File: src/verilog/alu_pkg.sv
package alu_pkg;

    ////////////////////
    // Widths
    localparam int DATA_WIDTH     = 32;
    localparam int REG_ADDR_WIDTH = 5;
    localparam int PC_WIDTH       = 32;
    localparam int OFFSET_WIDTH   = 16;
    localparam int OPCODE_WIDTH   = 7;

    // Multiply occupies the stage for this many non-stalled cycles
    localparam int MUL_LATENCY     = 4;
    localparam int MUL_COUNT_WIDTH = $clog2(MUL_LATENCY);

    ////////////////////
    // Plain vector types
    typedef logic [DATA_WIDTH-1:0]     data_t;
    typedef logic [2*DATA_WIDTH-1:0]   wide_t;
    typedef logic [REG_ADDR_WIDTH-1:0] reg_addr_t;
    typedef logic [PC_WIDTH-1:0]       pc_t;
    typedef logic [OFFSET_WIDTH-1:0]   offset_t;
    typedef logic [OPCODE_WIDTH-1:0]   opcode_t;

    ////////////////////
    // Opcodes
    // R-type arithmetic
    localparam opcode_t OP_ADD  = 7'h00;
    localparam opcode_t OP_SUB  = 7'h01;
    localparam opcode_t OP_MUL  = 7'h02;
    localparam opcode_t OP_ADDI = 7'h03;
    localparam opcode_t OP_MOV  = 7'h04;

    // Memory
    localparam opcode_t OP_LDB  = 7'h10;
    localparam opcode_t OP_LDW  = 7'h11;
    localparam opcode_t OP_STB  = 7'h12;
    localparam opcode_t OP_STW  = 7'h13;

    // Control flow
    localparam opcode_t OP_BEQ  = 7'h30;
    localparam opcode_t OP_JUMP = 7'h31;
    localparam opcode_t OP_BNE  = 7'h32;
    localparam opcode_t OP_BLT  = 7'h33;
    localparam opcode_t OP_BGT  = 7'h34;
    localparam opcode_t OP_BLE  = 7'h35;
    localparam opcode_t OP_BGE  = 7'h36;

    ////////////////////
    // Bundles
    // Decoded instruction from decode stage
    typedef struct packed {
        opcode_t   opcode;
        reg_addr_t ra_addr;
        reg_addr_t rb_addr;
        reg_addr_t rd_addr;
        data_t     ra_data;
        data_t     rb_data;
        offset_t   offset;
    } alu_request_t;

    typedef struct packed {
        data_t addr;
        data_t data;
        logic  is_store;
        logic  is_byte;
    } dcache_request_t;

    // Everything registered towards the data cache stage
    typedef struct packed {
        pc_t             pc;
        reg_addr_t       dst_reg;
        dcache_request_t dcache;
        logic            mem_type;
        logic            reg_write;
        logic            overflow;
    } stage_result_t;

    typedef struct packed {
        logic take;
        pc_t  target;
    } branch_t;

    // Source operands after forwarding
    typedef struct packed {
        data_t op_a;
        data_t op_b;
        data_t store_data;
    } operands_t;

endpackage

File: src/verilog/alu_execute.sv
`timescale 1ns/1ps

module alu_execute
    import alu_pkg::*;
(
    input   alu_request_t   req,
    input   pc_t            req_pc,
    input   logic           req_valid,
    input   operands_t      operands,

    output  stage_result_t  result,
    output  branch_t        branch_next,
    output  data_t          bypass_data
);

wide_t               wide;
logic [DATA_WIDTH:0] addr_sum;
data_t               offset_ext;
logic                cond;

assign offset_ext = data_t'(req.offset);

always_comb
begin
    result           = '0;
    result.pc        = req_pc;
    result.dst_reg   = req.rd_addr;
    branch_next      = '0;
    wide             = '0;
    addr_sum         = '0;
    cond             = 1'b0;

    case (req.opcode)
        ////////////////////
        // Arithmetic
        OP_ADD:
        begin
            wide                 = wide_t'(operands.op_a) + wide_t'(operands.op_b);
            result.dcache.data   = wide[DATA_WIDTH-1:0];
            result.overflow      = |wide[2*DATA_WIDTH-1:DATA_WIDTH];
            result.reg_write     = 1'b1;
        end
        OP_SUB:
        begin
            result.dcache.data   = operands.op_a - operands.op_b;
            result.reg_write     = 1'b1;
        end
        OP_MUL:
        begin
            // Only the low half goes back to the register file
            wide                 = wide_t'(operands.op_a) * wide_t'(operands.op_b);
            result.dcache.data   = wide[DATA_WIDTH-1:0];
            result.overflow      = |wide[2*DATA_WIDTH-1:DATA_WIDTH];
            result.reg_write     = 1'b1;
        end
        OP_ADDI:
        begin
            wide                 = wide_t'(operands.op_a) + wide_t'(offset_ext);
            result.dcache.data   = wide[DATA_WIDTH-1:0];
            result.overflow      = |wide[2*DATA_WIDTH-1:DATA_WIDTH];
            result.reg_write     = 1'b1;
        end
        OP_MOV:
        begin
            result.dcache.data   = operands.op_a;
            result.reg_write     = 1'b1;
        end

        ////////////////////
        // Memory
        OP_LDB, OP_LDW:
        begin
            addr_sum             = {1'b0, operands.op_a} + {1'b0, offset_ext};
            result.dcache.addr   = addr_sum[DATA_WIDTH-1:0];
            result.dcache.is_byte = (req.opcode == OP_LDB);
            result.overflow      = addr_sum[DATA_WIDTH];
            result.mem_type      = 1'b1;
            result.reg_write     = 1'b1;
        end
        OP_STB, OP_STW:
        begin
            // Address from rb, stored value from ra
            addr_sum             = {1'b0, operands.store_data} + {1'b0, offset_ext};
            result.dcache.addr   = addr_sum[DATA_WIDTH-1:0];
            result.dcache.data   = operands.op_a;
            result.dcache.is_store = 1'b1;
            result.dcache.is_byte = (req.opcode == OP_STB);
            result.overflow      = addr_sum[DATA_WIDTH];
            result.mem_type      = 1'b1;
        end

        ////////////////////
        // Branches, unsigned compare
        OP_BEQ:
        begin
            cond = (operands.op_a == operands.op_b);
        end
        OP_BNE:
        begin
            cond = (operands.op_a != operands.op_b);
        end
        OP_BLT:
        begin
            cond = (operands.op_a < operands.op_b);
        end
        OP_BGT:
        begin
            cond = (operands.op_a > operands.op_b);
        end
        OP_BLE:
        begin
            cond = (operands.op_a <= operands.op_b);
        end
        OP_BGE:
        begin
            cond = (operands.op_a >= operands.op_b);
        end
        OP_JUMP:
        begin
            cond = 1'b1;
        end
        default:
        begin
            cond = 1'b0;
        end
    endcase

    // Target is absolute, taken from the immediate
    if (cond)
    begin
        branch_next.take   = req_valid;
        branch_next.target = pc_t'(req.offset);
    end
end

// Value forwarded to decode before it is registered
assign bypass_data = result.dcache.data;

endmodule

File: src/verilog/alu_stage.sv
`timescale 1ns/1ps

module alu_stage
    import alu_pkg::*;
(
    input   logic           clock,
    input   logic           reset,

    // Pipeline control
    input   logic           stall,
    input   logic           flush,
    output  logic           busy,

    // Request from decode
    input   logic           req_valid,
    input   alu_request_t   req,
    input   pc_t            req_pc,

    // Forwarding sources
    input   data_t          cache_bypass,
    input   logic           cache_bypass_valid,
    input   logic           rf_write_en,
    input   reg_addr_t      rf_write_addr,
    input   data_t          rf_write_data,

    // To cache stage and fetch
    output  logic           out_valid,
    output  stage_result_t  out_result,
    output  branch_t        branch,

    // Forwarding to decode
    output  data_t          alu_bypass,
    output  logic           alu_bypass_valid
);

operands_t      operands;
stage_result_t  result_next;
branch_t        branch_next;
reg_addr_t      held_dst_reg;
logic           issue_ready;

operand_bypass u_operand_bypass (
    .req                (req),
    .held_dst_reg       (held_dst_reg),
    .cache_bypass       (cache_bypass),
    .cache_bypass_valid (cache_bypass_valid),
    .rf_write_en        (rf_write_en),
    .rf_write_addr      (rf_write_addr),
    .rf_write_data      (rf_write_data),
    .operands           (operands)
);

alu_execute u_alu_execute (
    .req                (req),
    .req_pc             (req_pc),
    .req_valid          (req_valid),
    .operands           (operands),
    .result             (result_next),
    .branch_next        (branch_next),
    .bypass_data        (alu_bypass)
);

mul_sequencer u_mul_sequencer (
    .clock              (clock),
    .reset              (reset),
    .flush              (flush),
    .stall              (stall),
    .req_valid          (req_valid),
    .req_opcode         (req.opcode),
    .busy               (busy),
    .issue_ready        (issue_ready)
);

alu_stage_regs u_alu_stage_regs (
    .clock              (clock),
    .reset              (reset),
    .flush              (flush),
    .stall              (stall),
    .req_valid          (req_valid),
    .issue_ready        (issue_ready),
    .result_next        (result_next),
    .branch_next        (branch_next),
    .out_valid          (out_valid),
    .out_result         (out_result),
    .branch             (branch),
    .held_dst_reg       (held_dst_reg)
);

// Forwarded value only counts when the stage moves this cycle
assign alu_bypass_valid = req_valid && !busy && !stall && !flush;

endmodule

File: src/verilog/alu_stage_regs.sv
`timescale 1ns/1ps

module alu_stage_regs
    import alu_pkg::*;
(
    input   logic           clock,
    input   logic           reset,
    input   logic           flush,
    input   logic           stall,
    input   logic           req_valid,
    input   logic           issue_ready,

    input   stage_result_t  result_next,
    input   branch_t        branch_next,

    output  logic           out_valid,
    output  stage_result_t  out_result,
    output  branch_t        branch,
    output  reg_addr_t      held_dst_reg
);

logic           accept;
logic           valid_q;
logic           take_q;
pc_t            target_q;
stage_result_t  result_q;

assign accept = req_valid && issue_ready;

////////////////////
// Control flops
always_ff @(posedge clock)
begin
    if (reset || flush)
    begin
        valid_q <= 1'b0;
        take_q  <= 1'b0;
    end
    else if (!stall)
    begin
        valid_q <= accept;
        take_q  <= accept && branch_next.take;
    end
end

////////////////////
// Payload flops
always_ff @(posedge clock)
begin
    if (!stall && accept)
    begin
        result_q <= result_next;
        target_q <= branch_next.target;
    end
end

assign out_valid     = valid_q;
assign out_result    = result_q;
assign branch.take   = take_q;
assign branch.target = target_q;

// Destination of the instruction now in the cache stage
assign held_dst_reg  = result_q.dst_reg;

endmodule

File: src/verilog/mul_sequencer.sv
`timescale 1ns/1ps

module mul_sequencer
    import alu_pkg::*;
(
    input   logic       clock,
    input   logic       reset,
    input   logic       flush,
    input   logic       stall,
    input   logic       req_valid,
    input   opcode_t    req_opcode,

    output  logic       busy,
    output  logic       issue_ready
);

typedef enum logic {
    SEQ_IDLE,
    SEQ_COUNT
} seq_state_t;

seq_state_t                 state;
logic [MUL_COUNT_WIDTH-1:0] count;
logic                       is_mul;
logic                       last_count;

assign is_mul     = (req_opcode == OP_MUL);
assign last_count = (state == SEQ_COUNT) && (count == MUL_COUNT_WIDTH'(MUL_LATENCY - 1));

always_ff @(posedge clock)
begin
    if (reset || flush)
    begin
        state <= SEQ_IDLE;
        count <= '0;
    end
    else if (!stall)
    begin
        case (state)
            SEQ_IDLE:
            begin
                if (req_valid && is_mul)
                begin
                    state <= SEQ_COUNT;
                    count <= '0;
                end
            end
            SEQ_COUNT:
            begin
                // Final count releases the result to the output registers
                if (last_count)
                begin
                    state <= SEQ_IDLE;
                    count <= '0;
                end
                else
                begin
                    count <= count + 1'b1;
                end
            end
            default:
            begin
                state <= SEQ_IDLE;
            end
        endcase
    end
end

assign busy        = (state == SEQ_COUNT);
assign issue_ready = ((state == SEQ_IDLE) && !is_mul) || last_count;

endmodule

File: src/verilog/operand_bypass.sv
`timescale 1ns/1ps

module operand_bypass
    import alu_pkg::*;
(
    input   alu_request_t   req,
    input   reg_addr_t      held_dst_reg,

    // Forwarding from the cache stage
    input   data_t          cache_bypass,
    input   logic           cache_bypass_valid,

    // Register file write in this cycle
    input   logic           rf_write_en,
    input   reg_addr_t      rf_write_addr,
    input   data_t          rf_write_data,

    output  operands_t      operands
);

// Cache stage first, then the RF write, then the value read at decode
function automatic data_t forward_value(
    input reg_addr_t src_addr,
    input data_t     own_data
);
    data_t value;
    if (cache_bypass_valid && (held_dst_reg == src_addr))
    begin
        value = cache_bypass;
    end
    else if (rf_write_en && (rf_write_addr == src_addr))
    begin
        value = rf_write_data;
    end
    else
    begin
        value = own_data;
    end
    return value;
endfunction

always_comb
begin
    operands.op_a       = forward_value(req.ra_addr, req.ra_data);
    operands.op_b       = forward_value(req.rb_addr, req.rb_data);
    // Base register of a store
    operands.store_data = forward_value(req.rb_addr, req.rb_data);
end

endmodule

File: config.mk
export PLATFORM = sky130hd
export DESIGN_NAME = alu_stage
export DESIGN_NICKNAME = d
export VERILOG_FILES = /design/src/verilog/alu_pkg.sv /design/src/verilog/alu_execute.sv /design/src/verilog/alu_stage.sv /design/src/verilog/alu_stage_regs.sv /design/src/verilog/mul_sequencer.sv /design/src/verilog/operand_bypass.sv
export SDC_FILE = /design/constraint.sdc
export NUM_CORES = 2
export LEC_CHECK = 0
export BUFFER_PORTS_ARGS = -buffer_cell sky130_fd_sc_hd__clkbuf_2
export CORE_MARGIN = 1.5
export CORE_UTILIZATION = 25
export CTS_CLUSTER_DIAMETER = 60
export DETAILED_ROUTE_END_ITERATION = 8
export GPL_TIMING_DRIVEN = 0
export PLACE_DENSITY = 0.42
export SLEW_MARGIN = 0
export SYNTH_ARGS = -nofsm -noshare
export SYNTH_HDL_FRONTEND = slang
export SYNTH_SLANG_ARGS = --single-unit
File: constraint.sdc
create_clock -name clock -period 17.1 [get_ports clock]
set_input_delay 2.565 -clock clock [delete_from_list [all_inputs] [get_ports clock]]
set_output_delay 2.565 -clock clock [all_outputs]
set_load 0.02 [all_outputs]
==> results.txt <==
----------------------------------------------------
[Cells and area]
  Nets@finish ... roughly 7.0k
  Flip-flop count of the largest register, all copies and words added ... around 100
  Post-route non-filler standard cell count ... 7909
  Layout cell share with drive strength beyond 1 ... 0.112
  Most frequent cells in the layout ... 899 x fa_1, 822 x inv_1, 756 x nor2_1
  Post-route design area ... approximately 51000 µm²
  Synthesis-to-layout area growth ... 13.8%
  Leading cell type in the layout, fill and taps excluded ... fa_1

[Setup path]
  CP max-delay cell ... o21ai_1
  Data arrival time of the critical path ... 14400 ps
  Reg2reg setup slack ... roughly 2400 ps
  CP Buf/Inv Count ... 11
  Kind of start point of the critical path ... input pin
  Endpoint kind of the worst setup timing path ... output port
  Required time worst endpoint ... ~15000 ps
  Kind of critical path ... input pin to output port
  Worst Setup EP ... alu_bypass[22]
  Top cell family by delay on the critical path ... adder cells
  Stages on the worst setup path ... 33
  CP Launch Point ... req[92]
  Worst path most repeated cell ... fa_1
  Register-to-Register Path Depth ... 33
  Top fanout value on the critical path ... 28
  Worst reg2reg path startpoint ... u_alu_stage_regs.held_dst_reg[0]
  Slowest stage delay, CP ... a little under 1000 ps
  FF-to-FF End ... u_alu_stage_regs.out_result[0]

[Run status]
  Violated checks ... max-capacitance violations, max-slew violations
  Run status ... finished with violations

[Yosys]
  Dominant cells by area after synthesis ... fa_1 40%, ha_1 10%, edfxtp_1 8.2%, inv_1 7.0%, nor2_1 6.4%
  Post-synthesis async set-or-reset flop share ... 0
  Post-synth cell types ... 87
  Post-synth design cell area ... 44500 µm²
  Ys Warns ... 0
  Fraction of post-synthesis cell area in the top cell type by area ... 0.405
  Post-synth top area cell ... fa_1
  Top_reg_cell synth ... edfxtp_1
  Sequential cell area fraction in the yosys report ... 0.0846
  Number of enable flip-flop cells after synthesis ... 122
  Number of instances in the synthesized netlist ... 5150
  Synth Register Bits ... 127
  Mean instance size in the synthesized netlist ... 8.64 µm²

[Flow run]
  Max-cap check violation count ... 1

[Hold path]
  Classification of the worst-slack hold path ... flip-flop to flip-flop

[Detailed routing]
  Post-DR vias/cell ... 4.95
  Average wire per standard cell ... roughly 27 µm
  Initial DRC Count ... roughly 3.3k
  Vias post-DR ... 39.2k
  TritonRoute pass-1 iters ... 6
  Post-route DRC ... 0
  Post-detailed-routing wire length ... roughly 210000 µm
  Count of nets left with antenna violations after detail routing ... 0

[Global routing]
  Pin count of the biggest net entering global routing ... 76
  Vias in the first global route ... 40.3k
  Antenna violations before repair ... 8
  Wire length of the first global-routing pass ... between 300000 and 400000 µm
  Total GRT Usage ... 0.238
  Final global-route overflow total ... 0

[Place]
  Routability congestion estimate from global placement ... 1.02
  Count of placed standard cells including taps ... a little under 8k
  Detailed-placement wirelength estimate ... 184000 µm
  Number of buffers added on ports ... 365
  Placed inst area ... 49500 µm²

[STA]
  Setup TNS Final ... 0 ps
  Final Hold Violating Endpoints ... 0
  Final worst path period share ... 0.992
  Largest clock skew in the final design ... 19.5 ps
  Post-route worst hold slack ... 482 ps
  Number of pins exceeding their max-slew limit in the final report ... 1
  Endpoints failing setup ... 0
  Measured slew at the worst slew-check pin ... 1500 ps
  Headroom to the max-slew limit ... -0.00518
  Final Critical Period ... between 15000 and 20000 ps
  Highest Clock Rate ... 0.0589 GHz

[Die]
  Starting Density ... 0.252
  Y dimension of the die ... around 420 µm
  Die X ... 425 µm
  Number of placement rows ... 154
  Area of the core ... 176000 µm²
  Die Outline Area ... 180000 µm²
  Io pins ... 384

[CTS]
  CTS root buf ... clkbuf_16
  Number of clock buffers inserted by TritonCTS ... 17
  Clock Path Buffers ... 2
  CTS tree ... done
  Hold_buf cts ... 0
  Number of levels in the clock H-tree ... 4
  Clock transition at the registers of the reported paths ... around 60 ps
  Worst-skew pair later-pin latency ... roughly 430 ps
  Number of clock sinks seen by CTS ... 127

----------------------------------------------------
==> cells in the mapped netlist (29+ instances only) <==
master / instances
and2_1: 32
xnor2_1: 127
edfxtp_1: 122
clkbuf_1: 209
mux2i_1: 73
a21o_1: 35
nand3_1: 48
ha_1: 362
fa_1: 899
o21ai_0: 160
nor2_1: 758
buf_1: 43
clkinv_1: 29
buf_4: 50
nand4_1: 36
o21a_1: 47
inv_1: 825
a21oi_1: 196
nor3_1: 42
xor2_1: 34
o21bai_1: 37
nand2b_1: 32
nand2_1: 600
==> worst register-to-register path, delay by kind of cell (launching register included) <==
| family | cells | cell delay [ps] |
|---|---|---|
| muxes | 1 | 390 |
| buffers and inverters | 7 | 2210 |
| xor gates and xnor gates | 1 | 200 |
| DFF | 1 | 500 |
| adders and majority gates | 10 | 5080 |
| AOI/OAI and AO/OA | 8 | 3510 |
| and+or+nand+nor | 6 | 2530 |
==> cells by family (layout without fill, tap and decap cells) <==
kind of cell	count (synthesis)	count (layout)	synth area share
adder cells (fa/ha/maj)	1261	1261	0.506
XOR/XNOR	161	161	0.0317
buffers and inverters	1183	1583	0.105
other	1	20	0.0000843
AO/OA/AOI/OAI	700	700	0.100
AND/OR/NAND/NOR	1641	1641	0.155
multiplexers	76	76	0.0174
flip-flops	127	127	0.0846
==> metrics by stage <==
step | setup WS [ps] | utilization
finish | 131 | 0.287
CTS | 71.8 | 0.286
floorplan | 3000 | -
global route | -22.0 | 0.287
global placement | -3710 | 0.279
detailed placement | -2550 | 0.281
==> repair_timing <==
action / 4_1_cts / 5_1_grt
pin swaps: 1 / 1
resized for setup: 90 / 45
buffers inserted: 2 / 0
hold endpoints to repair: 0 / 0
endpoints found under the setup margin: 15 / 11
==> metal layers <==
metal	wire [µm]	GRT usage	share of wire	up-vias
met5	33	0	0.00015	-
met4	14300	0.128	0.067	4
met3	16600	0.0375	0.077	366
met2	96400	0.380	0.45	1714
met1	87000	0.308	0.41	20100
li1	-	-	-	17000
==> area by class of cell <==
class	instances	area (µm²)
clock inverter	11	181
clock buffer	21	460
inverter	863	3270
multi-input combinational	3855	36400
antenna	4	10.0
buffer	307	1480
tap	2340	2930
sequential	127	3760
fill	19300	126000
timing repair buffer	381	2050
==> worst min-delay path by stage <==
stage | startpoint | endpoint | slack, ps | cells after the start
finish | u_alu_stage_regs.out_valid | u_alu_stage_regs.out_valid | 480 | 2
global route | u_alu_stage_regs.out_valid | u_alu_stage_regs.out_valid | 530 | 2
CTS | u_alu_stage_regs.out_valid | u_alu_stage_regs.out_valid | 480 | 2
detailed placement | u_alu_stage_regs.out_valid | u_alu_stage_regs.out_valid | 470 | 2
global placement | u_alu_stage_regs.out_valid | u_alu_stage_regs.out_valid | 460 | 2
floorplan | u_alu_stage_regs.take_q | u_alu_stage_regs.take_q | 480 | 2
Power is left out: the tool's default activity adds up to more than one toggle a clock period on the data nets, which glitch-free logic cannot reach.
